**config.mk**
```make
export PLATFORM = sky130hd
export DESIGN_NAME = ahb_disp_regs_flat
export DESIGN_NICKNAME = d
export VERILOG_FILES = /design/src/disp_pkg.sv /design/src/disp_if.sv /design/src/ahb_disp_regs.sv /design/src/flat_wrapper.sv
export SDC_FILE = /design/constraint.sdc
export NUM_CORES = 1
export LEC_CHECK = 0
export ABC_AREA = 1
export BUFFER_PORTS_ARGS = -buffer_cell sky130_fd_sc_hd__clkbuf_2
export CAP_MARGIN = 15
export CORE_UTILIZATION = 47
export DETAILED_ROUTE_END_ITERATION = 8
export PLACE_DENSITY_LB_ADDON = 0.25
export SLEW_MARGIN = 25
export SYNTH_ARGS = -nofsm -noshare
export SYNTH_HDL_FRONTEND = slang
export SYNTH_SLANG_ARGS = --single-unit
```
**constraint.sdc**
```tcl
create_clock -name HCLK -period 1.8 [get_ports HCLK]
set_clock_uncertainty 0.15 [all_clocks]
set_input_delay 0.18 -clock HCLK [delete_from_list [all_inputs] [get_ports HCLK]]
set_output_delay 0.18 -clock HCLK [all_outputs]
set_load 0.05 [all_outputs]
```
**src/disp_pkg.sv**
```systemverilog
package disp_pkg;

    // ****************************************
    // shared types.
    // ****************************************

    // 24-bit colour, red in [23:16], green in [15:8], blue in [7:0].
    typedef logic [23:0] pixel_t;

    typedef logic [15:0] coord_t;

    typedef logic [15:0] len_t;

    // byte offset inside the slave window.
    typedef logic [7:0]  reg_addr_t;

    // ****************************************
    // register map.
    // ****************************************

    localparam reg_addr_t REG_X      = 8'h00;
    localparam reg_addr_t REG_Y      = 8'h04;
    localparam reg_addr_t REG_PIXEL  = 8'h08;
    localparam reg_addr_t REG_LEN    = 8'h0C;
    localparam reg_addr_t REG_ENABLE = 8'h10;
    localparam reg_addr_t REG_START  = 8'h14;
    localparam reg_addr_t REG_FRAME  = 8'h18;
    localparam reg_addr_t REG_BUSY   = 8'h1C;

    // default raster, small enough for fast simulation.
    localparam int H_ACTIVE_DEF = 32;
    localparam int H_TOTAL_DEF  = 40;
    localparam int V_ACTIVE_DEF = 16;
    localparam int V_TOTAL_DEF  = 20;

endpackage
```
**src/disp_if.sv**
```systemverilog
`timescale 1ns/100ps

// setup values and run control between the register block and the painter.
interface run_if;
    import disp_pkg::*;

    coord_t x;
    coord_t y;
    pixel_t colour;
    len_t   len;
    logic   start;
    logic   busy;

    modport ctrl
    (
        output x,
        output y,
        output colour,
        output len,
        output start,
        input  busy
    );

    modport paint
    (
        input  x,
        input  y,
        input  colour,
        input  len,
        input  start,
        output busy
    );
endinterface

// raster position and timing from the generator.
interface raster_if;
    import disp_pkg::*;

    coord_t hpos;
    coord_t vpos;
    logic   de;
    logic   hsync;
    logic   vsync;
    logic   frame_start;

    modport gen  (output hpos, output vpos, output de, output hsync, output vsync,
                  output frame_start);
    modport scan (input hpos, input vpos, input de, input hsync, input vsync);
    modport mon  (input frame_start);
endinterface

```
**src/ahb_disp_regs.sv**
```systemverilog
`timescale 1ns/100ps

module ahb_disp_regs
(
    input  logic        HCLK,
    input  logic        HRESETn,
    input  logic        HSEL,
    input  logic [31:0] HADDR,
    input  logic [1:0]  HTRANS,
    input  logic        HWRITE,
    input  logic [31:0] HWDATA,
    input  logic        HREADY,
    output logic        HREADYOUT,
    output logic [31:0] HRDATA,
    output logic        HRESP,
    run_if.ctrl         run,
    raster_if.mon       raster,
    output logic        enable
);
    import disp_pkg::*;

    logic      addr_valid;
    logic      wr_pend;
    logic      rd_pend;
    logic      wr_done;
    logic      rd_done;
    reg_addr_t addr_q;

    coord_t    x_q;
    coord_t    y_q;
    pixel_t    colour_q;
    len_t      len_q;
    logic      enable_q;
    logic      start_q;
    logic      frame_done;

    // no wait states and no error responses.
    assign HREADYOUT = 1'b1;
    assign HRESP     = 1'b0;

    assign addr_valid = HSEL && HTRANS[1] && HREADY;
    assign wr_done    = wr_pend && HREADY;
    assign rd_done    = rd_pend && HREADY;

    // ****************************************
    // address phase capture.
    // ****************************************
    always_ff @(posedge HCLK or negedge HRESETn)
    begin
        if (!HRESETn)
        begin
            wr_pend <= 1'b0;
            rd_pend <= 1'b0;
            addr_q  <= '0;
        end
        else if (HREADY)
        begin
            wr_pend <= addr_valid && HWRITE;
            rd_pend <= addr_valid && !HWRITE;
            if (addr_valid)
                addr_q <= reg_addr_t'(HADDR[7:0]);
        end
    end

    // ****************************************
    // setup registers and start strobe.
    // ****************************************
    always_ff @(posedge HCLK or negedge HRESETn)
    begin
        if (!HRESETn)
        begin
            x_q      <= '0;
            y_q      <= '0;
            colour_q <= '0;
            len_q    <= '0;
            enable_q <= 1'b0;
            start_q  <= 1'b0;
        end
        else
        begin
            start_q <= wr_done && (addr_q == REG_START) && HWDATA[0];
            if (wr_done)
            begin
                case (addr_q)
                    REG_X      : x_q      <= HWDATA[15:0];
                    REG_Y      : y_q      <= HWDATA[15:0];
                    REG_PIXEL  : colour_q <= HWDATA[23:0];
                    REG_LEN    : len_q    <= HWDATA[15:0];
                    REG_ENABLE : enable_q <= HWDATA[0];
                    default    : ;
                endcase
            end
        end
    end

    // sticky flag, a new frame wins over a clearing read.
    always_ff @(posedge HCLK or negedge HRESETn)
    begin
        if (!HRESETn)
            frame_done <= 1'b0;
        else if (raster.frame_start)
            frame_done <= 1'b1;
        else if (rd_done && (addr_q == REG_FRAME))
            frame_done <= 1'b0;
    end

    always_comb
    begin
        HRDATA = '0;
        if (rd_pend)
        begin
            case (addr_q)
                REG_X      : HRDATA = 32'(x_q);
                REG_Y      : HRDATA = 32'(y_q);
                REG_PIXEL  : HRDATA = 32'(colour_q);
                REG_LEN    : HRDATA = 32'(len_q);
                REG_ENABLE : HRDATA = 32'(enable_q);
                REG_FRAME  : HRDATA = 32'(frame_done);
                REG_BUSY   : HRDATA = 32'(run.busy);
                default    : HRDATA = '0;
            endcase
        end
    end

    assign run.x      = x_q;
    assign run.y      = y_q;
    assign run.colour = colour_q;
    assign run.len    = len_q;
    assign run.start  = start_q;
    assign enable     = enable_q;

endmodule

```
**src/flat_wrapper.sv**
```systemverilog
// flat-port wrapper written by rule: the top's interface ports become plain ports
module ahb_disp_regs_flat import disp_pkg::*;
  (HCLK, HRESETn, HSEL, HADDR, HTRANS, HWRITE, HWDATA, HREADY, HREADYOUT, HRDATA, HRESP, enable, run_x, run_y, run_colour, run_len, run_start, run_busy, raster_frame_start);
  run_if run_i ();
  raster_if raster_i ();
  input  logic HCLK;
  input  logic HRESETn;
  input  logic HSEL;
  input  logic [31:0] HADDR;
  input  logic [1:0] HTRANS;
  input  logic HWRITE;
  input  logic [31:0] HWDATA;
  input  logic HREADY;
  output logic HREADYOUT;
  output logic [31:0] HRDATA;
  output logic HRESP;
  output logic enable;
  output wire logic [$bits(run_i.x)-1:0] run_x;
  output wire logic [$bits(run_i.y)-1:0] run_y;
  output wire logic [$bits(run_i.colour)-1:0] run_colour;
  output wire logic [$bits(run_i.len)-1:0] run_len;
  output wire logic [$bits(run_i.start)-1:0] run_start;
  input wire logic [$bits(run_i.busy)-1:0] run_busy;
  input wire logic [$bits(raster_i.frame_start)-1:0] raster_frame_start;
  assign run_x = run_i.x;
  assign run_y = run_i.y;
  assign run_colour = run_i.colour;
  assign run_len = run_i.len;
  assign run_start = run_i.start;
  assign run_i.busy = run_busy;
  assign raster_i.frame_start = raster_frame_start;
  ahb_disp_regs u_core (.HCLK(HCLK), .HRESETn(HRESETn), .HSEL(HSEL), .HADDR(HADDR), .HTRANS(HTRANS), .HWRITE(HWRITE), .HWDATA(HWDATA), .HREADY(HREADY), .HREADYOUT(HREADYOUT), .HRDATA(HRDATA), .HRESP(HRESP), .run(run_i), .raster(raster_i), .enable(enable));
endmodule
```
==> metrics.csv <==
metric;value;unit
relSlewSlack;66.7;%
antennaDiodeCount;0;
n_fill_cell;533;
power_switching;1010;uW
ctsHtreeMaxLevel;3;
final-seq-area;2130;um^2
min_path_type;in2async;
drtIter0Drc;212;
cts_buffers;9;
cp_data_arrival_time;2.00;ns
instances_no_fill;822;
final_max_slew_viol_count;0;
swShare;27.5;%
fin_crit;2.33;ns
core_region_area;8260;um^2
dp_hpwl;7680;um
final_common_cell;nand2_1;
drive_gt1_share;41.0;%
final_cell_mix;nand2_1 (174), clkbuf_2 (112), dfrtp_1 (85);
cts_sinks;85;
wl;12700;um
start_util;49.0;%
outcome;finished, violations left;
finalWorstSetupSlack;-0.526;ns
worst_slew_pin_slew;0.499;ns
dpl.cell_count;752;
place.gp.congestion;0.833;
dr.pass1.iters;5;
holdWs;0.131;ns
setup_viol;64;
drc_errors;0;
synth_seq_area_share;52.6;%
clk_latency;0.34;ns
grt_pass1_vias;3832;
slowest_delay;0.39;ns
violations;negative setup slack;
synth_area;4040;um^2
gr-usage-all-layers;27.4;%
rsz0062_at_grt;yes;
die_y;94.7;um
path_clk_slew;0.08;ns
vias;4213;
synth_warnings;0;
yosysUniqueCellTypes;25;
ys_ff_latch;85;
power_frac_comb;11.9;%
cp_cell_sequence;nor2_2 > nand2_4 > nor3_4 > buf_6 > buf_6 > nand2_2 > nand2_2 > nor2_4 > nor2_4 > buf_8;
max_freq;0.430;GHz
pwr_density_cell;571;nW/um^2
cp-end-kind;primary output;
wl_per_cell;15.5;um
detail-route-antenna-nets;0;
drv_cap;0;
clk_path_buf_depth;2;
synthCells;502;
critPathTopFamily;simple AND/OR/NAND/NOR gates;
avgSynthCellArea;8.05;um^2
cp_num_buf_inv;3;
root_buffer;clkbuf_8;
critPathKind;reg2out;
p_int;2670;uW
timing.final.crit_share;129;%
hold_viol_final;0;
total_leakage_power;0.00338;uW
slowest_stage;dfrtp_1;
area_delta_synth_final;59.6;%
viasPerCell;5.13;
grt-ovfl-total;0;
antenna_found_initial;0;
die_area;8980;um^2
crit_path_max_fanout;6;
grt_max_degree;37;
layout.nets;785;
p_seq_share;53.8;%
fin_setup_tns;-14.57;ns
dp_slack;-0.131;ns
start_kind;flop;
io_buffers;137;
ios;181;
multi_input_area;2010;um^2
core.rowCount;33;
ir_drop;431;uV
required;1.47;ns
clkPwrFrac;34.3;%
cts_tree;built;
grt_pass1_wl;18600;um
fp.dieW;94.7;um
==> registers in the layout, summed over array words and instances, names as in the netlist <==
register	flops
u_core.run.len	16
u_core.run.start	1
u_core.run.x	16
u_core.enable	1
u_core.addr_q	8
u_core.frame_done	1
u_core.rd_pend	1
u_core.wr_pend	1
u_core.run.colour	24
u_core.run.y	16
==> power by group through the flow <==
stage | sequential [uW] | combinational (uW) | clock (uW)
4_1_cts | 1980 | 423 | 1300
6_report | 1980 | 440 | 1260
3_3_place_gp | 2010 | 341 | 0
5_1_grt | 1990 | 476 | 1370
2_1_floorplan | 2020 | 186 | 0
3_5_place_dp | 2010 | 348 | 0
==> stage by stage <==
stage                     instance area (um^2)  total power, uW  utilization (%)
after floorplan                           4270             2210                -
after global placement                    5270             2350             63.8
after detailed placement                  5270             2360             63.8
after CTS                                 6090             3700             73.7
after global routing                      6450             3840             78.1
final                                     6450             3680             78.1
==> cell families (layout without fill, tap and decap cells) <==
logic type	count (synthesis)	in the layout	share of synthesized area [%]
flip-flops	85	85	52.6
AND/OR/NAND/NOR	276	277	28.0
multiplexers	1	1	0.279
AO/OA/AOI/OAI	77	77	11.1
other	2	10	0.186
buffers and inverters	61	267	7.80
==> area by class of cell <==
class	instances	share of cell area (%)
clock inverter	5	0.659
tap	105	2.04
clock buffer	11	2.19
sequential	85	33.0
multi-input combinational	365	31.2
timing repair buffer	222	29.3
inverter	29	1.69
==> routing by layer <==
metal,global-route usage (%),wire length [um],vias up
met5,0,0,-
met4,8.96,256,0
met3,5.23,863,23
met2,46.5,6370,205
met1,35.1,5230,1993
li1,-,-,1992
==> Yosys cell counts <==
cell      count  area, um^2
clkbuf_1      3        11.3
nor3_4        2        32.5
inv_1        27         101
o22ai_1       1        6.26
buf_4        10        75.1
nand4_1       2        12.5
nor2_4        2        22.5
inv_2         2        7.51
nor2_2        4        25.0
nand2_2       1        6.26
nand2_4       2        22.5
o21ai_2      16         140
o21ai_0      12        60.1
dfrtp_1      85        2130
o21ai_1      39         195
conb_1        2        7.51
nor3_1        1        5.00
buf_6         4        45.0
a21oi_1       8        40.0
a21o_1        1        7.51
nand3_1      18        90.1
buf_2        15        75.1
nand2_1     193         724
mux2_2        1        11.3
nor2_1       51         191
==> path summary, 6_finish.rpt <==
check | startpoint | end | slack [ns] | cells after the start
min reg2reg | u_core.run.len[3] | u_core.run.len[3] | 0.37 | 2
min | HRESETn | u_core.addr_q[7] | 0.13 | 2
min in group HCLK | HSEL | u_core.addr_q[1] | 0.13 | 3
max reg2reg | u_core.addr_q[6] | u_core.run.colour[2] | -0.15 | 9
max | u_core.addr_q[6] | HRDATA[8] | -0.53 | 10
max in group asynchronous | HRESETn | u_core.run.colour[15] | 0.84 | 3
==> timing repair <==
item	CTS	global route
hold buffers	38	0
pin swaps	2	23
cloned	1	4
hold endpoints to repair	158	0
resized for setup	57	82
setup buffers	1	10
setup endpoints to repair	41	85
==> worst register-to-register path, stage by stage (launching register included) <==
cell and delay, ns:
dfrtp_1 0.39, nor2_2 0.16, nand2_4 0.11, nor3_4 0.28, buf_6 0.14, buf_4 0.12, nand2_1 0.11, buf_12 0.23
nand2_1 0.08, o21ai_1 0.07
(Power assumes the default switching activity.)
