**config.mk**
```make
export PLATFORM = sky130hd
export DESIGN_NAME = run_painter_flat
export DESIGN_NICKNAME = d
export VERILOG_FILES = /design/src/disp_pkg.sv /design/src/disp_if.sv /design/src/run_painter.sv /design/src/flat_wrapper.sv
export SDC_FILE = /design/constraint.sdc
export NUM_CORES = 1
export LEC_CHECK = 0
export ABC_AREA = 1
export ABC_CLOCK_PERIOD_IN_PS = 2440
export BUFFER_PORTS_ARGS = -buffer_cell sky130_fd_sc_hd__buf_2
export CAP_MARGIN = 0
export CORE_MARGIN = 2
export CORE_UTILIZATION = 53
export CTS_BUF_LIST = sky130_fd_sc_hd__clkbuf_16
export DETAILED_ROUTE_END_ITERATION = 10
export PLACE_DENSITY = 0.78
export SLEW_MARGIN = 20
export SYNTH_ARGS = -nofsm -noshare
export SYNTH_HDL_FRONTEND = slang
export SYNTH_SLANG_ARGS = --single-unit
```
**constraint.sdc**
```tcl
create_clock -name HCLK -period 2.44 [get_ports HCLK]
set_clock_uncertainty 0.05 [all_clocks]
set_input_delay 0.122 -clock HCLK [delete_from_list [all_inputs] [get_ports HCLK]]
set_output_delay 0.122 -clock HCLK [all_outputs]
set_load 0.01 [all_outputs]
```
**src/disp_pkg.sv**
```systemverilog
package disp_pkg;

    // ****************************************
    // shared types.
    // ****************************************

    // 24-bit colour, red in [23:16], green in [15:8], blue in [7:0].
    typedef logic [23:0] pixel_t;

    typedef logic [15:0] coord_t;

    typedef logic [15:0] len_t;

    // byte offset inside the slave window.
    typedef logic [7:0]  reg_addr_t;

    // ****************************************
    // register map.
    // ****************************************

    localparam reg_addr_t REG_X      = 8'h00;
    localparam reg_addr_t REG_Y      = 8'h04;
    localparam reg_addr_t REG_PIXEL  = 8'h08;
    localparam reg_addr_t REG_LEN    = 8'h0C;
    localparam reg_addr_t REG_ENABLE = 8'h10;
    localparam reg_addr_t REG_START  = 8'h14;
    localparam reg_addr_t REG_FRAME  = 8'h18;
    localparam reg_addr_t REG_BUSY   = 8'h1C;

    // default raster, small enough for fast simulation.
    localparam int H_ACTIVE_DEF = 32;
    localparam int H_TOTAL_DEF  = 40;
    localparam int V_ACTIVE_DEF = 16;
    localparam int V_TOTAL_DEF  = 20;

endpackage
```
**src/disp_if.sv**
```systemverilog
`timescale 1ns/100ps

// setup values and run control between the register block and the painter.
interface run_if;
    import disp_pkg::*;

    coord_t x;
    coord_t y;
    pixel_t colour;
    len_t   len;
    logic   start;
    logic   busy;

    modport ctrl
    (
        output x,
        output y,
        output colour,
        output len,
        output start,
        input  busy
    );

    modport paint
    (
        input  x,
        input  y,
        input  colour,
        input  len,
        input  start,
        output busy
    );
endinterface


```
**src/run_painter.sv**
```systemverilog
`timescale 1ns/100ps

module run_painter
#(
    parameter int H_ACTIVE = 32,
    parameter int V_ACTIVE = 16
)
(
    input  logic                                  HCLK,
    input  logic                                  HRESETn,
    run_if.paint                                  run,
    output logic                                  fb_we,
    output logic [$clog2(H_ACTIVE*V_ACTIVE)-1:0]  fb_addr,
    output disp_pkg::pixel_t                      fb_wdata
);
    import disp_pkg::*;

    localparam int FB_DEPTH = H_ACTIVE * V_ACTIVE;
    localparam int FB_AW    = $clog2(FB_DEPTH);

    typedef enum logic {IDLE, PAINT} state_t;

    state_t      state;
    len_t        remain;
    logic [31:0] cur_addr;
    logic [31:0] start_addr;
    pixel_t      colour_q;

    // linear start position, a run simply carries on into the next line.
    assign start_addr = 32'(run.y) * 32'(H_ACTIVE) + 32'(run.x);

    always_ff @(posedge HCLK or negedge HRESETn)
    begin
        if (!HRESETn)
        begin
            state    <= IDLE;
            remain   <= '0;
            cur_addr <= '0;
        end
        else
        begin
            case (state)
                IDLE :
                    if (run.start && (run.len != '0))
                    begin
                        state    <= PAINT;
                        remain   <= run.len;
                        cur_addr <= start_addr;
                    end
                PAINT :
                begin
                    cur_addr <= cur_addr + 32'd1;
                    remain   <= remain - len_t'(1);
                    if (remain == len_t'(1))
                        state <= IDLE;
                end
                default : state <= IDLE;
            endcase
        end
    end

    always_ff @(posedge HCLK)
    begin
        if ((state == IDLE) && run.start)
            colour_q <= run.colour;
    end

    assign run.busy = (state == PAINT);

    // past the end of the store the run keeps counting but stops writing.
    assign fb_we    = (state == PAINT) && (cur_addr < 32'(FB_DEPTH));
    assign fb_addr  = cur_addr[FB_AW-1:0];
    assign fb_wdata = colour_q;

endmodule

```
**src/flat_wrapper.sv**
```systemverilog
// flat-port wrapper written by rule: the top's interface ports become plain ports
module run_painter_flat import disp_pkg::*;
#(
    parameter int H_ACTIVE = 32,
    parameter int V_ACTIVE = 16
)
  (HCLK, HRESETn, fb_we, fb_addr, fb_wdata, run_x, run_y, run_colour, run_len, run_start, run_busy);
  run_if run_i ();
  input  logic HCLK;
  input  logic HRESETn;
  output logic fb_we;
  output logic [$clog2(H_ACTIVE*V_ACTIVE)-1:0] fb_addr;
  output disp_pkg::pixel_t fb_wdata;
  input wire logic [$bits(run_i.x)-1:0] run_x;
  input wire logic [$bits(run_i.y)-1:0] run_y;
  input wire logic [$bits(run_i.colour)-1:0] run_colour;
  input wire logic [$bits(run_i.len)-1:0] run_len;
  input wire logic [$bits(run_i.start)-1:0] run_start;
  output wire logic [$bits(run_i.busy)-1:0] run_busy;
  assign run_i.x = run_x;
  assign run_i.y = run_y;
  assign run_i.colour = run_colour;
  assign run_i.len = run_len;
  assign run_i.start = run_start;
  assign run_busy = run_i.busy;
  run_painter #(.H_ACTIVE(H_ACTIVE), .V_ACTIVE(V_ACTIVE)) u_core (.HCLK(HCLK), .HRESETn(HRESETn), .run(run_i), .fb_we(fb_we), .fb_addr(fb_addr), .fb_wdata(fb_wdata));
endmodule
```
==> results of run 1 <==
-- worst register-to-register path: cells and delay by family, from the launching register on --
kind / cells / cell delay (ns)
AO/OA/AOI/OAI: 1 / 0.08
adder cells (fa/ha/maj): 1 / 0.26
flip-flops: 1 / 0.46
buffers and inverters: 1 / 0.13
AND/OR/NAND/NOR: 3 / 0.49
XOR/XNOR: 1 / 0.16
-- per-layer routing --
| metal | routed length [µm] | vias up |
|---|---|---|
| li1 | - | 2541 |
| met1 | 5700 | 2359 |
| met2 | 6360 | 251 |
| met3 | 1030 | 45 |
| met4 | 532 | 0 |
| met5 | 0 | - |
-- cell type report --
type	instances	area [µm²]	share of cell area
tap	111	139	0.0221
clock buffer	9	225	0.0359
clock inverter	7	60.1	0.00957
timing repair buffer	154	981	0.156
inverter	72	270	0.0431
sequential	73	1950	0.310
multi-input combinational	527	2660	0.423
-- kinds of logic (layout without fill, tap and decap cells) --
family                   after synthesis  in the layout  synth area share
AO/OA/AOI/OAI                         67             67            0.0777
XOR/XNOR                              14             14            0.0245
adder cells (fa/ha/maj)               15             15            0.0390
buffers and inverters                 96            242            0.0819
flip-flops                            73             73             0.389
AND/OR/NAND/NOR                      431            431             0.388
-- path summary, 6_finish.rpt --
check | slack, ns | end | depth (start not counted)
setup / recovery | 0.61 | u_core.cur_addr[13] | 12
hold / removal | 0.003 | u_core.remain[6] | 3
setup reg to reg | 0.68 | u_core.cur_addr[22] | 7
hold reg to reg | 0.49 | u_core.remain[4] | 1
max in group asynchronous | 1.40 | u_core.cur_addr[6] | 3
min in group asynchronous | 0.18 | u_core.cur_addr[7] | 2
-- cells in the final DEF (no fill, tap or decap), types with 2 or more instances in the layout --
cell           Yosys  final
nand2_1          212    212
buf_2             10    109
nor2_1            88     87
nand3_1           76     76
inv_1             68     68
dfrtp_1           49     49
dlygate4sd3_1      0     39
edfxtp_1          24     24
a21oi_1           22     22
o21ai_0           20     20
ha_1              14     14
o211ai_1          10     10
clkbuf_16          0      9
xor2_1             8      8
nand3b_1           8      8
nor2_4             7      7
nor2_2             5      6
nor4_1             6      6
nand4_1            6      6
xnor2_1            6      6
nand2_2            6      6
buf_4             10      6
nor3_1             5      5
a31oi_1            4      4
inv_2              3      3
or2_2              3      3
nand2_4            3      3
o21ai_1            3      3
inv_6              0      3
clkinvlp_4         0      3
o22ai_1            2      2
nor3_4             2      2
o21ai_2            2      2
a21oi_2            2      2
-- registers in the layout, summed over array words and instances, names as in the netlist --
signal and cells:
u_core.cur_addr 32, u_core.fb_wdata 24, u_core.remain 16, u_core.run.busy 1
-- repair_timing --
item                                   4_1_cts  5_1_grt
endpoints found under the hold margin       53        0
buffers inserted                             0        0
hold buffers                                39        0
-- power groups by stage --
| stage | clock (mW) | sequential (mW) | combinational (mW) |
|---|---|---|---|
| 2_1_floorplan | 0 | 1.29 | 0.132 |
| 3_3_place_gp | 0 | 1.29 | 0.242 |
| 3_5_place_dp | 0 | 1.29 | 0.252 |
| 4_1_cts | 1.28 | 1.27 | 0.302 |
| 5_1_grt | 1.33 | 1.27 | 0.342 |
| 6_report | 1.26 | 1.27 | 0.302 |
==> run_results.csv, run 1 <==
group,metric,value,unit
worst_setup_path,crit_top_cell,"nand2_1",
timing,fin_ws,0.611,ns
global_routing,top_usage_layer,"met2",
global_routing,grt_pass1_vias,4871,
cells_and_area,antenna-diode-count,0,
worst_setup_path,path_buf_inv,3,
synthesis,synth_cells,696,
floorplan,core_area,9200,µm²
global_routing,antenna_found_initial,0,
synthesis,yosysSeqAreaShare,0.389,
pwr,switchingPower,715,µW
pwr,p_seq_frac,0.448,
floorplan,row_count,35,
place,place_area,5600,µm²
worst_setup_path,arrival,2.00,ns
global_routing,use_met3,0.0490,
place,place.gp.congestion,0.964,
floorplan,start_util,0.545,
worst_setup_path,r2r_start,"u_core.cur_addr[0]",
synthesis,yosys_warnings,0,
place,dp_cells,898,
cells_and_area,fin_cells,953,
cells_and_area,nets,927,
synthesis,syn_avg_cell_area,7.20,µm²
worst_setup_path,crit_type,"in -> reg",
place,port_buffers,109,
pwr,power,2.83,mW
route,avgViaCountPerCell,5.45,
timing,setup_viol,0,
route,via_count,5196,
route,wl_per_cell,14.3,µm
route,drc,0,
worst_setup_path,start_kind,"input pin",
floorplan,fp.dieH,101,µm
route,detail_route.iter0.violations,422,
floorplan,die_width,101,µm
cells_and_area,fin_area,6280,µm²
pwr,ir_drop,275,µV
timing,rsz0062_at_grt,"no",
floorplan,ios,110,
synthesis,ys_types,40,
place,place_ws,0.682,ns
cts,cts_tree,"yes",
route,wl,13.6,mm
pwr,p_clk_frac,0.445,
timing,relSlewSlack,0.645,
timing,hold_violations,0,
timing,max_freq,547,MHz
timing,tns,0,ns
cts,cts_made_buffers,9,
cts,cts_resized,0,
cts,path_clk_slew,0.07,ns
timing,period_minus_slack,1.83,ns
cells_and_area,fin_util,0.683,
cells_and_area,n_fill_cell,760,
synthesis,ys_ff_latch,73,
synthesis,yosys-top-cells-area,"dfrtp_1 24%, nand2_1 16%, edfxtp_1 14%, nand3_1 7.6%, nor2_1 6.6%",
global_routing,overflow,0,
worst_setup_path,cp-end-kind,"flop",
pwr,combPwrFrac,0.107,
worst_setup_path,crit_path_start,"run_len[10]",
route,first_pass_iters,5,
pwr,p_per_area,451,nW/µm²
synthesis,yosys.area.top_type,"dfrtp_1",
synthesis,yosys-top-cells-count,"212 x nand2_1, 88 x nor2_1, 76 x nand3_1",
cts,clock_path_buffers,2,
synthesis,synth_top_area_frac,0.245,
worst_setup_path,cp_cell_sequence,"dlygate4sd3_1, buf_2, nor2_1, nand2_1, nor2_1, nand2_1, nand2_1, nor2_2, inv_1, nand3b_1, nand2_1, nor2_1",
worst_setup_path,critical_path.top_delay_family,"buffers and inverters",
cts,htree_levels,3,
route,ant_nets,0,
worst_setup_path,worst_path_max_delay_cell,"dlygate4sd3_1",
synthesis,syn-num-nets,786,
global_routing,grt_pass1_wl,22.3,mm
synthesis,synth_edf_count,24,
hold_path,holdCritPathClass,"in -> reg",
cells_and_area,final_layout_size_suffix_gt1_frac,0.200,
pwr,p_sw_frac,0.252,
cells_and_area,syn_to_final_growth,25.3,%
floorplan,dieArea,10200,µm²
flow_run,drv_cap,0,
status,status,"finished, final reports clean",
worst_setup_path,crit_fanout,14,
place,hpwl,10.1,mm
synthesis,dominantRegCellSynth,"dfrtp_1",
worst_setup_path,max_stage_delay,0.55,ns
cts,clk_latency,0.34,ns
pwr,intPower,2.12,mW
synthesis,synth_area,5010,µm²
timing,period_share,0.749,
synthesis,yosysMostFrequentCell,"nand2_1",
cts,cts-root-buf,"clkbuf_16",
global_routing,grt_max_degree,44,
synthesis,synth_async_sr_flop_share,0.671,
global_routing,grt.total_usage,0.275,
worst_setup_path,timing.critical_path.required,2.61,ns
timing,maxSlewViolCount,0,
hold_path,hold_start,"run_len[6]",
pwr,p_leak,3.00,nW
timing,worst_pin_slew,0.532,ns
global_routing,met2_usage,0.467,
timing,whs,0.00254,ns
global_routing,met1_usage,0.341,
cts,cts_num_sinks,73,
No activity file was read; power rests on OpenSTA's default activity.
==> inputs of run 2 (changes only) <==
--- a/config.mk
+++ b/config.mk
@@ -6,14 +6,14 @@
 export NUM_CORES = 1
 export LEC_CHECK = 0
 export ABC_AREA = 1
-export ABC_CLOCK_PERIOD_IN_PS = 2440
+export ABC_CLOCK_PERIOD_IN_PS = 1500
 export BUFFER_PORTS_ARGS = -buffer_cell sky130_fd_sc_hd__buf_2
 export CAP_MARGIN = 0
 export CORE_MARGIN = 2
-export CORE_UTILIZATION = 53
+export CORE_UTILIZATION = 50
 export CTS_BUF_LIST = sky130_fd_sc_hd__clkbuf_16
 export DETAILED_ROUTE_END_ITERATION = 10
-export PLACE_DENSITY = 0.78
+export PLACE_DENSITY = 0.77
 export SLEW_MARGIN = 20
 export SYNTH_ARGS = -nofsm -noshare
 export SYNTH_HDL_FRONTEND = slang
==> constraint.sdc (replaced) <==
create_clock -name HCLK -period 1.5 [get_ports HCLK]
set_clock_uncertainty 0.05 [all_clocks]
set_input_delay 0.075 -clock HCLK [delete_from_list [all_inputs] [get_ports HCLK]]
set_output_delay 0.075 -clock HCLK [all_outputs]
set_load 0.01 [all_outputs]
==> run_results.csv, run 2 (synthesis results as in run 1) <==
group,metric,value,unit
place,hpwl,11.0,mm
floorplan,dieArea,10800,µm²
timing,maxSlewViolCount,0,
cts,clock_path_buffers,2,
cells_and_area,nets,1011,
cells_and_area,syn_to_final_growth,50.3,%
pwr,switchingPower,1.22,mW
route,detail_route.iter0.violations,539,
worst_setup_path,cp-end-kind,"output port",
worst_setup_path,arrival,1.52,ns
timing,period_minus_slack,1.64,ns
floorplan,ios,110,
cts,cts-root-buf,"clkbuf_16",
floorplan,row_count,36,
timing,setup_viol,13,
pwr,p_leak,3.53,nW
route,via_count,5800,
timing,worst_pin_slew,0.368,ns
floorplan,fp.dieH,104,µm
place,place.gp.congestion,0.882,
cells_and_area,final_common_cell,"nand2_1",
cells_and_area,antenna-diode-count,0,
worst_setup_path,timing.critical_path.required,1.37,ns
timing,whs,0.0106,ns
cts,cts_made_buffers,9,
pwr,p_per_area,624,nW/µm²
cts,cts_tree,"yes",
timing,period_share,1.10,
floorplan,die_width,104,µm
floorplan,core_area,9730,µm²
route,wl,17.0,mm
route,ant_nets,0,
route,avgViaCountPerCell,5.48,
cells_and_area,fin_cells,1059,
global_routing,grt_max_degree,50,
route,wl_per_cell,16.1,µm
place,port_buffers,109,
cells_and_area,top_register,"u_core.cur_addr",
route,drc,0,
timing,max_freq,608,MHz
cells_and_area,fin_area,7530,µm²
place,place_area,6110,µm²
pwr,ir_drop,591,µV
status,violations,"negative setup slack",
place,dp_cells,975,
cts,cts_num_sinks,73,
pwr,intPower,3.48,mW
worst_setup_path,crit_type,"reg -> out",
cells_and_area,layout_common_cells,"185 x nand2_1, 108 x buf_2, 67 x nand3_1",
route,met1_length,6.61,mm
floorplan,start_util,0.515,
global_routing,antenna_found_initial,0,
status,status,"complete, but fails checks",
worst_setup_path,start_kind,"flop",
timing,rsz0062_at_grt,"yes",
route,first_pass_iters,9,
pwr,p_seq_frac,0.439,
cells_and_area,final_layout_size_suffix_gt1_frac,0.375,
flow_run,drv_cap,0,
timing,fin_ws,-0.144,ns
pwr,combPwrFrac,0.115,
route,dr_wl_met2,8.31,mm
cts,htree_levels,3,
pwr,p_clk_frac,0.446,
timing,relSlewSlack,0.754,
pwr,p_sw_frac,0.259,
cts,path_clk_slew,0.06,ns
global_routing,grt.total_usage,0.289,
cells_and_area,largest_register_ffs,32,
timing,hold_violations,0,
global_routing,overflow,0,
cts,clk_latency,0.34,ns
global_routing,grt_pass1_vias,5184,
global_routing,grt_pass1_wl,25.1,mm
worst_setup_path,crit_fanout,5,
route,route.met3.wl,1.48,mm
cells_and_area,n_fill_cell,648,
hold_path,holdCritPathClass,"in -> reg",
route,top_layer,"met4",
-- run 2: cell count changes in the layout (fill, tap and decap cells not counted), moves of 18 or more --
cell     previous run  this run
buf_4               6        64
nand2_1           212       185
nand2_2             6        31
nor2_1             87        61
nor2_4              7        25
-- run 2: critical path, cell delays in order, from the launching register on --
cell and delay (ns):
dfrtp_1 0.48, nor4_2 0.30, nand4_1 0.14, nor2_2 0.12, buf_2 0.14
-- run 2: metal layers --
metal,global-route usage,vias up
met3,0.0495,64
li1,-,2721
met1,0.372,2657
met5,0,-
met2,0.497,358
met4,0.0927,0
-- run 2: area by class of cell --
type | instances | area, µm² | share of cell area
Timing Repair Buffer | 238 | 1760 | 0.234
Multi-Input combinational cell | 527 | 3070 | 0.408
Tap cell | 133 | 166 | 0.0221
Inverter | 72 | 278 | 0.0369
Sequential cell | 73 | 1970 | 0.261
Clock inverter | 7 | 60.1 | 0.00797
Clock buffer | 9 | 225 | 0.0299
-- run 2: worst paths after layout --
path | startpoint | end | slack, ns | cells past startpoint
setup reg to reg | u_core.cur_addr[1] | u_core.cur_addr[16] | -0.04 | 8
max in group asynchronous | HRESETn | u_core.cur_addr[21] | 0.90 | 3
setup / recovery | u_core.cur_addr[24] | fb_we | -0.14 | 4
min in group asynchronous | HRESETn | u_core.remain[11] | 0.23 | 3
hold / removal | run_x[1] | u_core.cur_addr[1] | 0.01 | 3
hold reg to reg | u_core.remain[13] | u_core.remain[13] | 0.52 | 2
-- run 2: repair_timing --
| item | 4_1_cts | 5_1_grt |
|---|---|---|
| hold buffers | 45 | 0 |
| setup buffers | 9 | 14 |
| gates resized for setup | 41 | 115 |
| hold endpoints to repair | 93 | 0 |
| pin swaps | 13 | 41 |
| gates cloned | 0 | 0 |
| setup endpoints to repair | 14 | 42 |
-- run 2: stage by stage --
step	TNS [ns]	power (mW)	setup slack, ns	utilization
6_report	-0.411	4.70	-0.144	0.774
3_3_place_gp	-0.776	2.53	-0.113	0.628
3_5_place_dp	-1.66	2.54	-0.175	0.628
2_1_floorplan	0	2.32	0.00328	-
4_1_cts	-0.0989	4.66	-0.0926	0.725
5_1_grt	-2.17	4.85	-0.149	0.774
-- run 2: power by group through the flow --
stage / clock network [mW] / registers, mW / logic, mW
global route: 2.18 / 2.06 / 0.607
finish: 2.10 / 2.06 / 0.542
floorplan: 0 / 2.10 / 0.216
detailed placement: 0 / 2.10 / 0.441
CTS: 2.06 / 2.06 / 0.534
global placement: 0 / 2.10 / 0.429
