## src/disp_pkg.sv

```systemverilog
package disp_pkg;

    // ****************************************
    // shared types.
    // ****************************************

    // 24-bit colour, red in [23:16], green in [15:8], blue in [7:0].
    typedef logic [23:0] pixel_t;

    typedef logic [15:0] coord_t;

    typedef logic [15:0] len_t;

    // byte offset inside the slave window.
    typedef logic [7:0]  reg_addr_t;

    // ****************************************
    // register map.
    // ****************************************

    localparam reg_addr_t REG_X      = 8'h00;
    localparam reg_addr_t REG_Y      = 8'h04;
    localparam reg_addr_t REG_PIXEL  = 8'h08;
    localparam reg_addr_t REG_LEN    = 8'h0C;
    localparam reg_addr_t REG_ENABLE = 8'h10;
    localparam reg_addr_t REG_START  = 8'h14;
    localparam reg_addr_t REG_FRAME  = 8'h18;
    localparam reg_addr_t REG_BUSY   = 8'h1C;

    // default raster, small enough for fast simulation.
    localparam int H_ACTIVE_DEF = 32;
    localparam int H_TOTAL_DEF  = 40;
    localparam int V_ACTIVE_DEF = 16;
    localparam int V_TOTAL_DEF  = 20;

endpackage
```

## src/disp_if.sv

```systemverilog


// raster position and timing from the generator.
interface raster_if;
    import disp_pkg::*;

    coord_t hpos;
    coord_t vpos;
    logic   de;
    logic   hsync;
    logic   vsync;
    logic   frame_start;

    modport gen  (output hpos, output vpos, output de, output hsync, output vsync,
                  output frame_start);
    modport scan (input hpos, input vpos, input de, input hsync, input vsync);
    modport mon  (input frame_start);
endinterface

```

## src/raster_timing.sv

```systemverilog
`timescale 1ns/100ps

module raster_timing
#(
    parameter int H_ACTIVE = 32,
    parameter int H_TOTAL  = 40,
    parameter int V_ACTIVE = 16,
    parameter int V_TOTAL  = 20
)
(
    input  logic  HCLK,
    input  logic  HRESETn,
    raster_if.gen raster
);
    import disp_pkg::*;

    localparam coord_t H_LAST    = coord_t'(H_TOTAL - 1);
    localparam coord_t V_LAST    = coord_t'(V_TOTAL - 1);
    localparam coord_t H_ACT     = coord_t'(H_ACTIVE);
    localparam coord_t V_ACT     = coord_t'(V_ACTIVE);
    localparam coord_t HS_BEGIN  = coord_t'(H_ACTIVE + 2);
    localparam coord_t VS_BEGIN  = coord_t'(V_ACTIVE + 1);

    coord_t hcnt;
    coord_t vcnt;

    // ****************************************
    // position counters.
    // ****************************************
    always_ff @(posedge HCLK or negedge HRESETn)
    begin
        if (!HRESETn)
        begin
            hcnt <= '0;
            vcnt <= '0;
        end
        else if (hcnt == H_LAST)
        begin
            hcnt <= '0;
            if (vcnt == V_LAST)
                vcnt <= '0;
            else
                vcnt <= vcnt + coord_t'(1);
        end
        else
        begin
            hcnt <= hcnt + coord_t'(1);
        end
    end

    // ****************************************
    // decoded timing.
    // ****************************************
    assign raster.hpos        = hcnt;
    assign raster.vpos        = vcnt;
    assign raster.de          = (hcnt < H_ACT) && (vcnt < V_ACT);
    assign raster.hsync       = (hcnt >= HS_BEGIN);
    assign raster.vsync       = (vcnt >= VS_BEGIN);
    assign raster.frame_start = (hcnt == '0) && (vcnt == '0);

endmodule

```

## src/flat_wrapper.sv

```systemverilog
// flat-port wrapper written by rule: the top's interface ports become plain ports
module raster_timing_flat import disp_pkg::*;
#(
    parameter int H_ACTIVE = 32,
    parameter int H_TOTAL  = 40,
    parameter int V_ACTIVE = 16,
    parameter int V_TOTAL  = 20
)
  (HCLK, HRESETn, raster_hpos, raster_vpos, raster_de, raster_hsync, raster_vsync, raster_frame_start);
  raster_if raster_i ();
  input  logic HCLK;
  input  logic HRESETn;
  output wire logic [$bits(raster_i.hpos)-1:0] raster_hpos;
  output wire logic [$bits(raster_i.vpos)-1:0] raster_vpos;
  output wire logic [$bits(raster_i.de)-1:0] raster_de;
  output wire logic [$bits(raster_i.hsync)-1:0] raster_hsync;
  output wire logic [$bits(raster_i.vsync)-1:0] raster_vsync;
  output wire logic [$bits(raster_i.frame_start)-1:0] raster_frame_start;
  assign raster_hpos = raster_i.hpos;
  assign raster_vpos = raster_i.vpos;
  assign raster_de = raster_i.de;
  assign raster_hsync = raster_i.hsync;
  assign raster_vsync = raster_i.vsync;
  assign raster_frame_start = raster_i.frame_start;
  raster_timing #(.H_ACTIVE(H_ACTIVE), .H_TOTAL(H_TOTAL), .V_ACTIVE(V_ACTIVE), .V_TOTAL(V_TOTAL)) u_core (.HCLK(HCLK), .HRESETn(HRESETn), .raster(raster_i));
endmodule
```

## config.mk

```make
export PLATFORM = sky130hd
export DESIGN_NAME = raster_timing_flat
export DESIGN_NICKNAME = d
export VERILOG_FILES = /design/src/disp_pkg.sv /design/src/disp_if.sv /design/src/raster_timing.sv /design/src/flat_wrapper.sv
export SDC_FILE = /design/constraint.sdc
export NUM_CORES = 1
export LEC_CHECK = 0
export BUFFER_PORTS_ARGS = -buffer_cell sky130_fd_sc_hd__buf_2
export CORE_AREA = 2 2 64 72
export DETAILED_ROUTE_END_ITERATION = 6
export DIE_AREA = 0 0 66 74
export GPL_TIMING_DRIVEN = 0
export PLACE_DENSITY_LB_ADDON = 0.2
export RECOVER_POWER = 50
export SLEW_MARGIN = 40
export SYNTH_ARGS = -nofsm -noshare
export SYNTH_HDL_FRONTEND = slang
export SYNTH_SLANG_ARGS = --single-unit
export TNS_END_PERCENT = 10
```

## constraint.sdc

```tcl
create_clock -name HCLK -period 2 [get_ports HCLK]
set_input_delay 0.1 -clock HCLK [delete_from_list [all_inputs] [get_ports HCLK]]
set_output_delay 0.1 -clock HCLK [all_outputs]
set_load 0.1 [all_outputs]
```

==> results of run 1 <==
[synthesized netlist by cell type, types with 2 or more instances]
master                    count
sky130_fd_sc_hd__nor4b_2      3
sky130_fd_sc_hd__and4_1       3
sky130_fd_sc_hd__mux2i_1      2
sky130_fd_sc_hd__ha_1         6
sky130_fd_sc_hd__buf_6        2
sky130_fd_sc_hd__xor2_1      14
sky130_fd_sc_hd__nor2_1       9
sky130_fd_sc_hd__a41o_1       2
sky130_fd_sc_hd__and3_1       4
sky130_fd_sc_hd__nor3_1       4
sky130_fd_sc_hd__or4b_1       2
sky130_fd_sc_hd__xnor2_1      7
sky130_fd_sc_hd__dfrtp_1     32
sky130_fd_sc_hd__or3_1        2
sky130_fd_sc_hd__nand4_1      7
sky130_fd_sc_hd__a21oi_1      6
sky130_fd_sc_hd__o21ai_1      3
sky130_fd_sc_hd__nor4_4       3
sky130_fd_sc_hd__nor4_1       4
sky130_fd_sc_hd__nand2_1     15
sky130_fd_sc_hd__o21ai_0      4
sky130_fd_sc_hd__nand3_1     14
sky130_fd_sc_hd__inv_1        7
[critical path: cells and delay by family, from the launching register on]
family | cells | cell delay (ns)
and+or+nand+nor | 4 | 1.00
DFF | 1 | 0.51
buffers and inverters | 1 | 0.26
[final timing paths]
path                            slack [ns]  cells past startpoint                     end                    from
min in group HCLK                     0.51                      1  u_core.raster.vpos[13]  u_core.raster.vpos[13]
worst min-delay path                  0.43                      2   u_core.raster.vpos[3]                 HRESETn
worst max-delay path                 -0.14                      5      raster_frame_start  u_core.raster.hpos[13]
max in group asynchronous             0.97                      2   u_core.raster.hpos[0]                 HRESETn
worst max register to register        0.11                      6  u_core.raster.vpos[14]   u_core.raster.hpos[1]
worst min register to register        0.51                      1  u_core.raster.vpos[13]  u_core.raster.vpos[13]
[cell families after synthesis]
logic type	after synthesis	share of synthesized area, %
DFF	32	44.7
and+or+nand+nor	79	30.3
adders and majority gates	6	4.19
xor gates and xnor gates	21	10.3
AOI/OAI and AO/OA	17	5.66
buffers and inverters	12	3.70
muxes	2	1.12
[what timing repair did]
action | in CTS | in global routing
gates resized for setup | 2 | 6
setup buffers | 5 | 0
hold buffers | 1 | 0
pin swaps | 4 | 1
setup endpoints to repair | 2 | 11
hold endpoints to repair | 32 | 0
[metal layers]
layer  up-vias  routed length [um]
met5         -                   0
met4         0                  25
met3         4                 181
met2        42                2040
met1       708                1690
li1        714                   -
[final cells by class]
| type | count | area (um^2) |
|---|---|---|
| multi-input cells | 125 | 981 |
| fillers | 395 | 1900 |
| flip-flops and latches | 32 | 860 |
| repair buffers | 43 | 225 |
| clock buffers | 8 | 90.1 |
| well taps | 54 | 67.6 |
| plain buffers | 5 | 46.3 |
| inverters | 7 | 26.3 |
[per-stage QoR]
| stage | util (%) | total power [uW] | worst slack, ns | TNS, ns |
|---|---|---|---|---|
| floorplan | - | 660 | -1.61 | -5.19 |
| global placement | 51.4 | 673 | -0.121 | -0.121 |
| detailed placement | 51.4 | 674 | -0.150 | -0.150 |
| CTS | 54.8 | 1190 | -0.170 | -0.305 |
| global route | 54.8 | 1210 | -0.271 | -0.571 |
| finish | 54.8 | 1170 | -0.144 | -0.255 |
[placed cells by master, fill, tap and decap left out, types with 7 or more instances in the layout]
cell type | netlist | final
sky130_fd_sc_hd__inv_1 | 7 | 7
sky130_fd_sc_hd__xor2_1 | 14 | 14
sky130_fd_sc_hd__dfrtp_2 | 0 | 20
sky130_fd_sc_hd__buf_2 | 1 | 24
sky130_fd_sc_hd__xnor2_1 | 7 | 7
sky130_fd_sc_hd__nand3_1 | 14 | 13
sky130_fd_sc_hd__nor2_1 | 9 | 9
sky130_fd_sc_hd__nand2_1 | 15 | 15
sky130_fd_sc_hd__nand4_1 | 7 | 7
sky130_fd_sc_hd__dfrtp_4 | 0 | 9
sky130_fd_sc_hd__clkbuf_1 | 0 | 13
[state kept, by name, summed over array words and instances, names as in the netlist]
| register | cells |
|---|---|
| u_core.raster.vpos | 16 |
| u_core.raster.hpos | 16 |
[power by group]
part | internal, uW | switching, uW | total (uW)
clock network | 281 | 230 | 511
registers | 647 | 0 | 647
logic | 1.92 | 12.2 | 14.2
total | 929 | 243 | 1170
==> flow_results.xml, run 1 <==
<?xml version="1.0" encoding="UTF-8"?>
<metrics>
  <group name="clock_tree">
    <metric name="cts.root.buffer_cell" unit="">sky130_fd_sc_hd__clkbuf_8</metric>
    <metric name="numClockSinks" unit="">32</metric>
    <metric name="numCtsBuffers" unit="">5</metric>
    <metric name="clock_latency" unit="ns">0.28</metric>
    <metric name="tritoncts" unit="">done</metric>
    <metric name="worst_setup_hold_path_clk_slew" unit="ns">0.07</metric>
    <metric name="htree_levels" unit="">2</metric>
    <metric name="cts_max_path_buffers" unit="">2</metric>
  </group>
  <group name="timing">
    <metric name="worst_slew_pin_slew" unit="ns">1.16</metric>
    <metric name="final_critical_path_setup_slack" unit="ns">-0.144</metric>
    <metric name="hold_viol_final" unit="">0</metric>
    <metric name="unrepaired_setup_endpoints_after_global_routing" unit="">true</metric>
    <metric name="finClkSkew" unit="ns">0.00666</metric>
    <metric name="min_period" unit="ns">2.14</metric>
    <metric name="maxClockFrequency" unit="MHz">466</metric>
    <metric name="pins_over_slew_limit" unit="">0</metric>
    <metric name="fin_worst_hold_slack" unit="ns">0.434</metric>
    <metric name="slew_headroom" unit="%">22.7</metric>
    <metric name="finalSetupViolations" unit="">2</metric>
    <metric name="final_worst_path_cycle_share" unit="%">107</metric>
  </group>
  <group name="critical_path">
    <metric name="crit_path_cell_trace" unit="">nor4_4 -&gt; nand3_2 -&gt; nor4b_4 -&gt; nor4b_4 -&gt; buf_6</metric>
    <metric name="crit_path_start_kind" unit="">flip-flop</metric>
    <metric name="critical_path.max_fanout" unit="">4</metric>
    <metric name="cpMaxStageDelayCell" unit="">sky130_fd_sc_hd__dfrtp_4</metric>
    <metric name="timing_worst_setup_path_type" unit="">flip-flop to primary output</metric>
    <metric name="cp.required" unit="ns">1.90</metric>
    <metric name="worst_path_most_repeated_cell" unit="">sky130_fd_sc_hd__nor4b_4</metric>
    <metric name="worstSetupEndpointType" unit="">primary output</metric>
    <metric name="crit_path_max_incr_delay" unit="ns">0.51</metric>
    <metric name="timing.critical_path.arrival" unit="ns">2.04</metric>
  </group>
  <group name="die">
    <metric name="floorplan.die.width" unit="um">66</metric>
    <metric name="num_rows" unit="">25</metric>
    <metric name="die_height" unit="um">74</metric>
    <metric name="fp.coreArea" unit="mm^2">0.00419</metric>
    <metric name="ios" unit="">38</metric>
    <metric name="dieArea" unit="mm^2">0.00488</metric>
    <metric name="starting_density" unit="%">42.7</metric>
  </group>
  <group name="yosys">
    <metric name="synthDistinctLibCells" unit="">37</metric>
    <metric name="syn_inst" unit="">169</metric>
    <metric name="synth_top_flop_cell" unit="">sky130_fd_sc_hd__dfrtp_1</metric>
    <metric name="ys_ff_latch" unit="">32</metric>
    <metric name="synth_seq_area_share" unit="%">44.7</metric>
    <metric name="synth-warning-count" unit="">0</metric>
    <metric name="synth.avg_cell_area" unit="um^2">10.6</metric>
    <metric name="mappedNetlistNets" unit="">177</metric>
    <metric name="yosys.area.top_type_share" unit="%">44.7</metric>
    <metric name="synth_edf_count" unit="">0</metric>
    <metric name="post_synth_main_area_contributors" unit="">sky130_fd_sc_hd__dfrtp_1 (45%), sky130_fd_sc_hd__xor2_1 (6.8%), sky130_fd_sc_hd__ha_1 (4.2%)</metric>
    <metric name="async_flop_share" unit="%">100</metric>
    <metric name="post-synth-top-area-cell" unit="">sky130_fd_sc_hd__dfrtp_1</metric>
    <metric name="synth_area" unit="mm^2">0.00179</metric>
  </group>
  <group name="power_and_ir_drop">
    <metric name="power_per_cell_area" unit="mW/mm^2">510</metric>
    <metric name="leakagePower" unit="uW">0.00106</metric>
    <metric name="irDropWorstVdd" unit="V">0.000235</metric>
  </group>
  <group name="grt">
    <metric name="grt_most_used_layer" unit="">met2</metric>
    <metric name="first_global_vias" unit="">1562</metric>
    <metric name="grt_util_met1" unit="%">22.6</metric>
    <metric name="global_route.usage.met3" unit="%">4.54</metric>
    <metric name="global_route.overflow_total" unit="">0</metric>
    <metric name="grt_use_met2" unit="%">32.2</metric>
    <metric name="maximum_number_of_pins_on_one_net_before_global_route_repair" unit="">33</metric>
    <metric name="track_usage" unit="%">18.3</metric>
    <metric name="grt_pass1_wl" unit="mm">7.08</metric>
    <metric name="grt_antenna_before_repair" unit="">0</metric>
  </group>
  <group name="cells_and_area">
    <metric name="area_delta_synth_final" unit="%">28.2</metric>
    <metric name="final_cells" unit="">274</metric>
    <metric name="final_nets" unit="">227</metric>
    <metric name="finish.instance_area" unit="mm^2">0.00230</metric>
    <metric name="final_layout_size_suffix_gt1_share" unit="%">39.1</metric>
    <metric name="num_antenna_cells" unit="">0</metric>
  </group>
  <group name="worst_hold_path">
    <metric name="min_path_type" unit="">input pin to asynchronous set/reset pin</metric>
  </group>
  <group name="run_status">
    <metric name="outcome" unit="">finished with violations</metric>
    <metric name="violations_in_the_final_reports" unit="">setup timing</metric>
  </group>
  <group name="place">
    <metric name="gp_congestion" unit="">0.864</metric>
    <metric name="post-place-cells" unit="">260</metric>
    <metric name="placed_area" unit="mm^2">0.00215</metric>
    <metric name="place.detailed.hpwl" unit="mm">2.79</metric>
    <metric name="port_buffers" unit="">37</metric>
  </group>
  <group name="route">
    <metric name="drt_iter0_markers" unit="">97</metric>
    <metric name="dr_total_vias" unit="">1468</metric>
    <metric name="detail_route.wl_per_cell" unit="um">14.4</metric>
    <metric name="ant_nets" unit="">0</metric>
    <metric name="route.detailed.vias_per_inst" unit="">5.36</metric>
    <metric name="drt_wl_total" unit="mm">3.94</metric>
    <metric name="detailedRoute.firstPassIterationCount" unit="">4</metric>
    <metric name="drc" unit="">0</metric>
  </group>
  <group name="flow_run">
    <metric name="cap_violations" unit="">0</metric>
  </group>
</metrics>
(Power assumes the default switching activity.)
==> inputs of run 2 (changes only) <==
--- a/config.mk
+++ b/config.mk
@@ -12,7 +12,7 @@
 export GPL_TIMING_DRIVEN = 0
 export PLACE_DENSITY_LB_ADDON = 0.2
 export RECOVER_POWER = 50
-export SLEW_MARGIN = 40
+export SKIP_CTS_REPAIR_TIMING = 1
 export SYNTH_ARGS = -nofsm -noshare
 export SYNTH_HDL_FRONTEND = slang
 export SYNTH_SLANG_ARGS = --single-unit
==> run 2 against run 1 <==
The flow still finishes with violations (setup timing). Via count is 0.27% lower. Sequential power hardly changed. First-iteration DRC count is 45% higher. Fmax is 1.6% lower. Routed wire length is 2.2% lower. Clock skew hardly changed. Worst hold slack hardly changed. Sequential share of layout area is 0.48 points higher. Setup slack worse by 0.036 ns. Combinational power hardly changed. Total power hardly changed. Highest routed layer unchanged.
==> flow_results.xml, run 2 (synthesis gave the netlist of run 1 again) <==
<?xml version="1.0" encoding="UTF-8"?>
<metrics>
  <group name="run_status">
    <metric name="outcome" unit="">finished with violations</metric>
    <metric name="violations_in_the_final_reports" unit="">setup timing</metric>
  </group>
  <group name="timing">
    <metric name="final.setup.tns" unit="ns">-0.325</metric>
    <metric name="finClkSkew" unit="ns">0.00681</metric>
    <metric name="pins_over_slew_limit" unit="">0</metric>
    <metric name="min_period" unit="ns">2.18</metric>
    <metric name="hold_viol_final" unit="">0</metric>
    <metric name="maxClockFrequency" unit="MHz">459</metric>
    <metric name="final_worst_path_cycle_share" unit="%">109</metric>
    <metric name="slew_headroom" unit="%">22.7</metric>
    <metric name="final_critical_path_setup_slack" unit="ns">-0.180</metric>
    <metric name="finalSetupViolations" unit="">2</metric>
    <metric name="unrepaired_setup_endpoints_after_global_routing" unit="">true</metric>
    <metric name="worst_slew_pin_slew" unit="ns">1.16</metric>
  </group>
  <group name="die">
    <metric name="fp.coreArea" unit="mm^2">0.00419</metric>
    <metric name="floorplan.die.width" unit="um">66</metric>
    <metric name="num_rows" unit="">25</metric>
    <metric name="dieArea" unit="mm^2">0.00488</metric>
    <metric name="die_height" unit="um">74</metric>
    <metric name="ios" unit="">38</metric>
    <metric name="starting_density" unit="%">42.7</metric>
  </group>
  <group name="route">
    <metric name="drc" unit="">0</metric>
    <metric name="route.detailed.vias_per_inst" unit="">5.40</metric>
    <metric name="detailedRoute.firstPassIterationCount" unit="">4</metric>
    <metric name="dr_total_vias" unit="">1464</metric>
    <metric name="drt_wl_total" unit="mm">3.85</metric>
    <metric name="detail_route.wl_per_cell" unit="um">14.2</metric>
    <metric name="drt_iter0_markers" unit="">141</metric>
    <metric name="ant_nets" unit="">0</metric>
  </group>
  <group name="critical_path">
    <metric name="crit_path_start_kind" unit="">flip-flop</metric>
    <metric name="critical_path.reg2reg.startpoint" unit="">u_core.raster.hpos[13]</metric>
    <metric name="timing.critical_path.buf_inv" unit="">1</metric>
    <metric name="critical-path-top-delay-family" unit="">simple AND/OR/NAND/NOR gates</metric>
    <metric name="setup_slack_of_the_worst_register_to_register_path" unit="ns">0.09</metric>
    <metric name="crit_path_cell_trace" unit="">nor4_4 -&gt; nand3_2 -&gt; nor4b_4 -&gt; nor4b_4 -&gt; buf_6</metric>
    <metric name="worst-r2r-cell-count" unit="">6</metric>
    <metric name="timing_worst_setup_path_type" unit="">flip-flop to primary output</metric>
    <metric name="crit_path_max_incr_delay" unit="ns">0.52</metric>
    <metric name="timing.critical_path.arrival" unit="ns">2.08</metric>
    <metric name="worst_path_most_repeated_cell" unit="">sky130_fd_sc_hd__nor4b_4</metric>
    <metric name="critical_path.max_fanout" unit="">6</metric>
    <metric name="worstSetupEndpointType" unit="">primary output</metric>
    <metric name="worst_r2r_endpoint" unit="">u_core.raster.vpos[14]</metric>
    <metric name="cpMaxStageDelayCell" unit="">sky130_fd_sc_hd__dfrtp_4</metric>
    <metric name="cp.required" unit="ns">1.90</metric>
  </group>
  <group name="clock_tree">
    <metric name="tritoncts" unit="">done</metric>
    <metric name="cts_max_path_buffers" unit="">2</metric>
    <metric name="worst_setup_hold_path_clk_slew" unit="ns">0.07</metric>
    <metric name="htree_levels" unit="">2</metric>
    <metric name="numCtsBuffers" unit="">5</metric>
    <metric name="numClockSinks" unit="">32</metric>
    <metric name="clock_latency" unit="ns">0.28</metric>
    <metric name="cts.root.buffer_cell" unit="">sky130_fd_sc_hd__clkbuf_8</metric>
  </group>
  <group name="grt">
    <metric name="track_usage" unit="%">18.1</metric>
    <metric name="first_global_vias" unit="">1531</metric>
    <metric name="maximum_number_of_pins_on_one_net_before_global_route_repair" unit="">33</metric>
    <metric name="global_route.overflow_total" unit="">0</metric>
    <metric name="grt_antenna_before_repair" unit="">0</metric>
    <metric name="grt_pass1_wl" unit="mm">6.98</metric>
  </group>
  <group name="power_and_ir_drop">
    <metric name="power_per_cell_area" unit="mW/mm^2">516</metric>
    <metric name="leakagePower" unit="uW">0.00104</metric>
    <metric name="irDropWorstVdd" unit="V">0.000236</metric>
    <metric name="total_power" unit="uW">1170</metric>
  </group>
  <group name="cells_and_area">
    <metric name="final_layout_size_suffix_gt1_share" unit="%">38.7</metric>
    <metric name="final_cell_mix" unit="">sky130_fd_sc_hd__buf_2 (25), sky130_fd_sc_hd__dfrtp_2 (20), sky130_fd_sc_hd__nand2_1 (15)</metric>
    <metric name="final_common_cell" unit="">sky130_fd_sc_hd__buf_2</metric>
    <metric name="final_nets" unit="">224</metric>
    <metric name="num_antenna_cells" unit="">0</metric>
    <metric name="area_delta_synth_final" unit="%">26.6</metric>
  </group>
  <group name="place">
    <metric name="port_buffers" unit="">37</metric>
    <metric name="place.detailed.hpwl" unit="mm">2.79</metric>
    <metric name="place_worst_setup_slack" unit="ns">-0.150</metric>
    <metric name="gp_congestion" unit="">0.864</metric>
  </group>
  <group name="flow_run">
    <metric name="cap_violations" unit="">0</metric>
  </group>
  <group name="worst_hold_path">
    <metric name="min_path_type" unit="">input pin to asynchronous set/reset pin</metric>
  </group>
</metrics>
-- run 2: changes by cell type in the layout (fill, tap and decap cells not counted) --
| cell | delta |
|---|---|
| sky130_fd_sc_hd__and3_1 | -1 |
| sky130_fd_sc_hd__nor4_4 | -1 |
| sky130_fd_sc_hd__and3_4 | +1 |
| sky130_fd_sc_hd__nor4_2 | +1 |
| sky130_fd_sc_hd__clkbuf_4 | -1 |
| sky130_fd_sc_hd__buf_2 | +1 |
| sky130_fd_sc_hd__buf_4 | -3 |
-- run 2: worst register-to-register path, cell delays in order (launching register included) --
cell	delay [ns]
sky130_fd_sc_hd__dfrtp_4	0.51
sky130_fd_sc_hd__nor4_4	0.35
sky130_fd_sc_hd__buf_4	0.18
sky130_fd_sc_hd__nand4_4	0.15
sky130_fd_sc_hd__buf_6	0.20
sky130_fd_sc_hd__nor4_4	0.27
sky130_fd_sc_hd__xor2_1	0.16
-- run 2: stage by stage --
| step | instances | hold WS [ns] | util [%] | instance area, um^2 |
|---|---|---|---|---|
| final | 271 | 0.434 | 54.1 | 2270 |
| after CTS | 268 | -0.0991 | 53.5 | 2240 |
| after detailed placement | 260 | 0.200 | 51.4 | 2150 |
| after floorplan | 169 | -0.196 | - | 1900 |
| after global placement | 260 | 0.187 | 51.4 | 2150 |
| after global routing | 271 | 0.517 | 54.1 | 2270 |
-- run 2: worst max-delay path by stage --
stage / slack [ns] / startpoint / cells after the start / endpoint
after CTS: -0.46 / u_core.raster.hpos[11] / 5 / raster_frame_start
after global routing: -0.31 / u_core.raster.hpos[8] / 5 / raster_frame_start
after floorplan: -1.61 / u_core.raster.hpos[11] / 4 / raster_frame_start
after global placement: -0.12 / u_core.raster.hpos[11] / 5 / raster_frame_start
after detailed placement: -0.15 / u_core.raster.hpos[11] / 5 / raster_frame_start
final: -0.18 / u_core.raster.hpos[8] / 5 / raster_frame_start
-- run 2: layout make-up --
class                   instances  area (um^2)
inverters                       7         26.3
repair buffers                 40          203
plain buffers                   5         43.8
clock buffers                   8         90.1
fillers                       398         1920
flip-flops and latches         32          860
well taps                      54         67.6
multi-input cells             125          977
-- run 2: layer usage --
| layer | up-vias | track usage (%) | wire length (um) |
|---|---|---|---|
| met1 | 718 | 22.6 | 1660 |
| met3 | 4 | 4.54 | 154 |
| li1 | 706 | - | - |
| met2 | 36 | 31.2 | 2010 |
| met5 | - | 0 | 0 |
| met4 | 0 | 4.99 | 25 |
-- run 2: report_power, final --
part	switching [uW]	total, uW	internal (uW)	leakage [uW]
Sequential	0	647	647	0.000386
Clock	229	510	281	0.0000455
Combinational	12.2	14.1	1.92	0.000609
==> inputs of run 3 (changes only) <==
--- a/config.mk
+++ b/config.mk
@@ -12,6 +12,7 @@
 export GPL_TIMING_DRIVEN = 0
 export PLACE_DENSITY_LB_ADDON = 0.2
 export RECOVER_POWER = 50
+export REMOVE_ABC_BUFFERS = 1
 export SKIP_CTS_REPAIR_TIMING = 1
 export SYNTH_ARGS = -nofsm -noshare
 export SYNTH_HDL_FRONTEND = slang
==> run 3 against run 2 <==
The flow still finishes with violations (setup timing). Sequential cell count did not move. Critical path type unchanged. Total power fell by 0.43%. Combinational power hardly changed. Count of clock-buffer cells in the layout stayed put. Clock power shrank 1%. Via count is the same. Highest routed layer unchanged. First-iteration DRC count down 33%. Cell count decreased by 0.37%. Critical path depth unchanged. Sequential share of layout area shrank 1.5 points. Setup slack got worse by 0.041 ns.
==> flow_results.xml, run 3 (synthesis gave the netlist of run 1 again) <==
<?xml version="1.0" encoding="UTF-8"?>
<metrics>
  <group name="grt">
    <metric name="global_route.overflow_total" unit="">0</metric>
    <metric name="maximum_number_of_pins_on_one_net_before_global_route_repair" unit="">33</metric>
    <metric name="grt_antenna_before_repair" unit="">0</metric>
    <metric name="first_global_vias" unit="">1380</metric>
    <metric name="track_usage" unit="%">17.4</metric>
    <metric name="grt_pass1_wl" unit="mm">6.38</metric>
  </group>
  <group name="timing">
    <metric name="hold_viol_final" unit="">0</metric>
    <metric name="worst_slew_pin_slew" unit="ns">1.16</metric>
    <metric name="finalSetupViolations" unit="">2</metric>
    <metric name="maxClockFrequency" unit="MHz">450</metric>
    <metric name="final.setup.tns" unit="ns">-0.400</metric>
    <metric name="finClkSkew" unit="ns">0.00861</metric>
    <metric name="unrepaired_setup_endpoints_after_global_routing" unit="">true</metric>
    <metric name="pins_over_slew_limit" unit="">0</metric>
    <metric name="min_period" unit="ns">2.22</metric>
    <metric name="final_worst_path_cycle_share" unit="%">111</metric>
    <metric name="fin_worst_hold_slack" unit="ns">0.425</metric>
    <metric name="slew_headroom" unit="%">22.7</metric>
    <metric name="final_critical_path_setup_slack" unit="ns">-0.221</metric>
  </group>
  <group name="route">
    <metric name="detail_route.wl_per_cell" unit="um">14.6</metric>
    <metric name="drt_wl_total" unit="mm">3.94</metric>
    <metric name="drt_iter0_markers" unit="">94</metric>
    <metric name="route.detailed.vias_per_inst" unit="">5.42</metric>
    <metric name="dr_total_vias" unit="">1464</metric>
    <metric name="drc" unit="">0</metric>
    <metric name="ant_nets" unit="">0</metric>
    <metric name="detailedRoute.firstPassIterationCount" unit="">4</metric>
  </group>
  <group name="cells_and_area">
    <metric name="finish.instance_area" unit="mm^2">0.00223</metric>
    <metric name="final.fill_count" unit="">397</metric>
    <metric name="final_layout_size_suffix_gt1_share" unit="%">29.6</metric>
    <metric name="final_core_util" unit="%">53.2</metric>
    <metric name="num_antenna_cells" unit="">0</metric>
    <metric name="final_common_cell" unit="">sky130_fd_sc_hd__dfrtp_1</metric>
    <metric name="final_cell_mix" unit="">sky130_fd_sc_hd__dfrtp_1 (24), sky130_fd_sc_hd__buf_2 (23), sky130_fd_sc_hd__nand2_1 (15)</metric>
    <metric name="area_delta_synth_final" unit="%">24.5</metric>
    <metric name="final_nets" unit="">223</metric>
  </group>
  <group name="run_status">
    <metric name="violations_in_the_final_reports" unit="">setup timing</metric>
    <metric name="outcome" unit="">finished with violations</metric>
  </group>
  <group name="place">
    <metric name="placed_area" unit="mm^2">0.00200</metric>
    <metric name="place.detailed.hpwl" unit="mm">2.74</metric>
    <metric name="gp_congestion" unit="">0.800</metric>
    <metric name="port_buffers" unit="">37</metric>
  </group>
  <group name="clock_tree">
    <metric name="tritoncts" unit="">done</metric>
    <metric name="cts.root.buffer_cell" unit="">sky130_fd_sc_hd__clkbuf_8</metric>
    <metric name="cts_max_path_buffers" unit="">2</metric>
    <metric name="clock_latency" unit="ns">0.28</metric>
    <metric name="htree_levels" unit="">2</metric>
    <metric name="numCtsBuffers" unit="">5</metric>
    <metric name="worst_setup_hold_path_clk_slew" unit="ns">0.07</metric>
    <metric name="numClockSinks" unit="">32</metric>
  </group>
  <group name="critical_path">
    <metric name="crit_path_start_kind" unit="">flip-flop</metric>
    <metric name="worst-r2r-cell-count" unit="">5</metric>
    <metric name="cp.required" unit="ns">1.90</metric>
    <metric name="timing.critical_path.arrival" unit="ns">2.12</metric>
    <metric name="timing_worst_setup_path_type" unit="">flip-flop to primary output</metric>
    <metric name="worstSetupEndpointType" unit="">primary output</metric>
    <metric name="critical_path.max_fanout" unit="">3</metric>
  </group>
  <group name="die">
    <metric name="starting_density" unit="%">42.7</metric>
    <metric name="ios" unit="">38</metric>
    <metric name="fp.coreArea" unit="mm^2">0.00419</metric>
    <metric name="num_rows" unit="">25</metric>
    <metric name="dieArea" unit="mm^2">0.00488</metric>
    <metric name="die_height" unit="um">74</metric>
    <metric name="floorplan.die.width" unit="um">66</metric>
  </group>
  <group name="worst_hold_path">
    <metric name="min_path_type" unit="">input pin to asynchronous set/reset pin</metric>
  </group>
  <group name="power_and_ir_drop">
    <metric name="leakagePower" unit="uW">0.00108</metric>
    <metric name="irDropWorstVdd" unit="V">0.000346</metric>
    <metric name="power_per_cell_area" unit="mW/mm^2">523</metric>
  </group>
  <group name="flow_run">
    <metric name="cap_violations" unit="">0</metric>
  </group>
</metrics>
-- run 3: layout make-up --
cell class,instances,area (um^2),area share (%)
tap,54,67.6,3.03
sequential,32,811,36.4
clock buffer,8,90.1,4.04
multi-input combinational,125,995,44.6
inverter,7,26.3,1.18
timing repair buffer,44,239,10.7
-- run 3: worst paths after layout --
kind	startpoint	end	slack, ns
hold / removal	HRESETn	u_core.raster.vpos[11]	0.43
max in group asynchronous	HRESETn	u_core.raster.vpos[0]	1.02
min in group HCLK	u_core.raster.hpos[15]	u_core.raster.hpos[15]	0.54
hold reg to reg	u_core.raster.hpos[15]	u_core.raster.hpos[15]	0.54
setup reg to reg	u_core.raster.hpos[0]	u_core.raster.vpos[13]	0.04
setup / recovery	u_core.raster.hpos[13]	raster_frame_start	-0.22
-- run 3: through the flow --
stage	std cells	power [uW]	setup WS, ns
2_1_floorplan	164	659	-3.18
3_3_place_gp	255	673	-0.187
3_5_place_dp	255	673	-0.168
4_1_cts	263	1180	-0.482
5_1_grt	270	1220	-0.304
6_report	270	1170	-0.221
-- run 3: per-layer routing --
metal | track usage, % | up-vias | part of all wire [%]
met5 | 0 | - | 0
met4 | 7.94 | 0 | 1.9
met3 | 5.14 | 8 | 4.4
met2 | 29.5 | 32 | 50
met1 | 20.5 | 720 | 43
li1 | - | 704 | -
-- run 3: power breakdown --
group / internal [uW] / switching (uW) / total [uW]
clock network: 280 / 224 / 504
registers: 647 / 0 / 647
logic: 1.92 / 12.1 / 14.0
-- run 3: worst max-delay path, stage by stage (launching register included) --
cell                      delay [ns]
sky130_fd_sc_hd__dfrtp_2        0.43
sky130_fd_sc_hd__nor4_4         0.42
sky130_fd_sc_hd__nand3_2        0.16
sky130_fd_sc_hd__nor4b_4        0.30
sky130_fd_sc_hd__nor4b_4        0.26
sky130_fd_sc_hd__buf_6          0.26
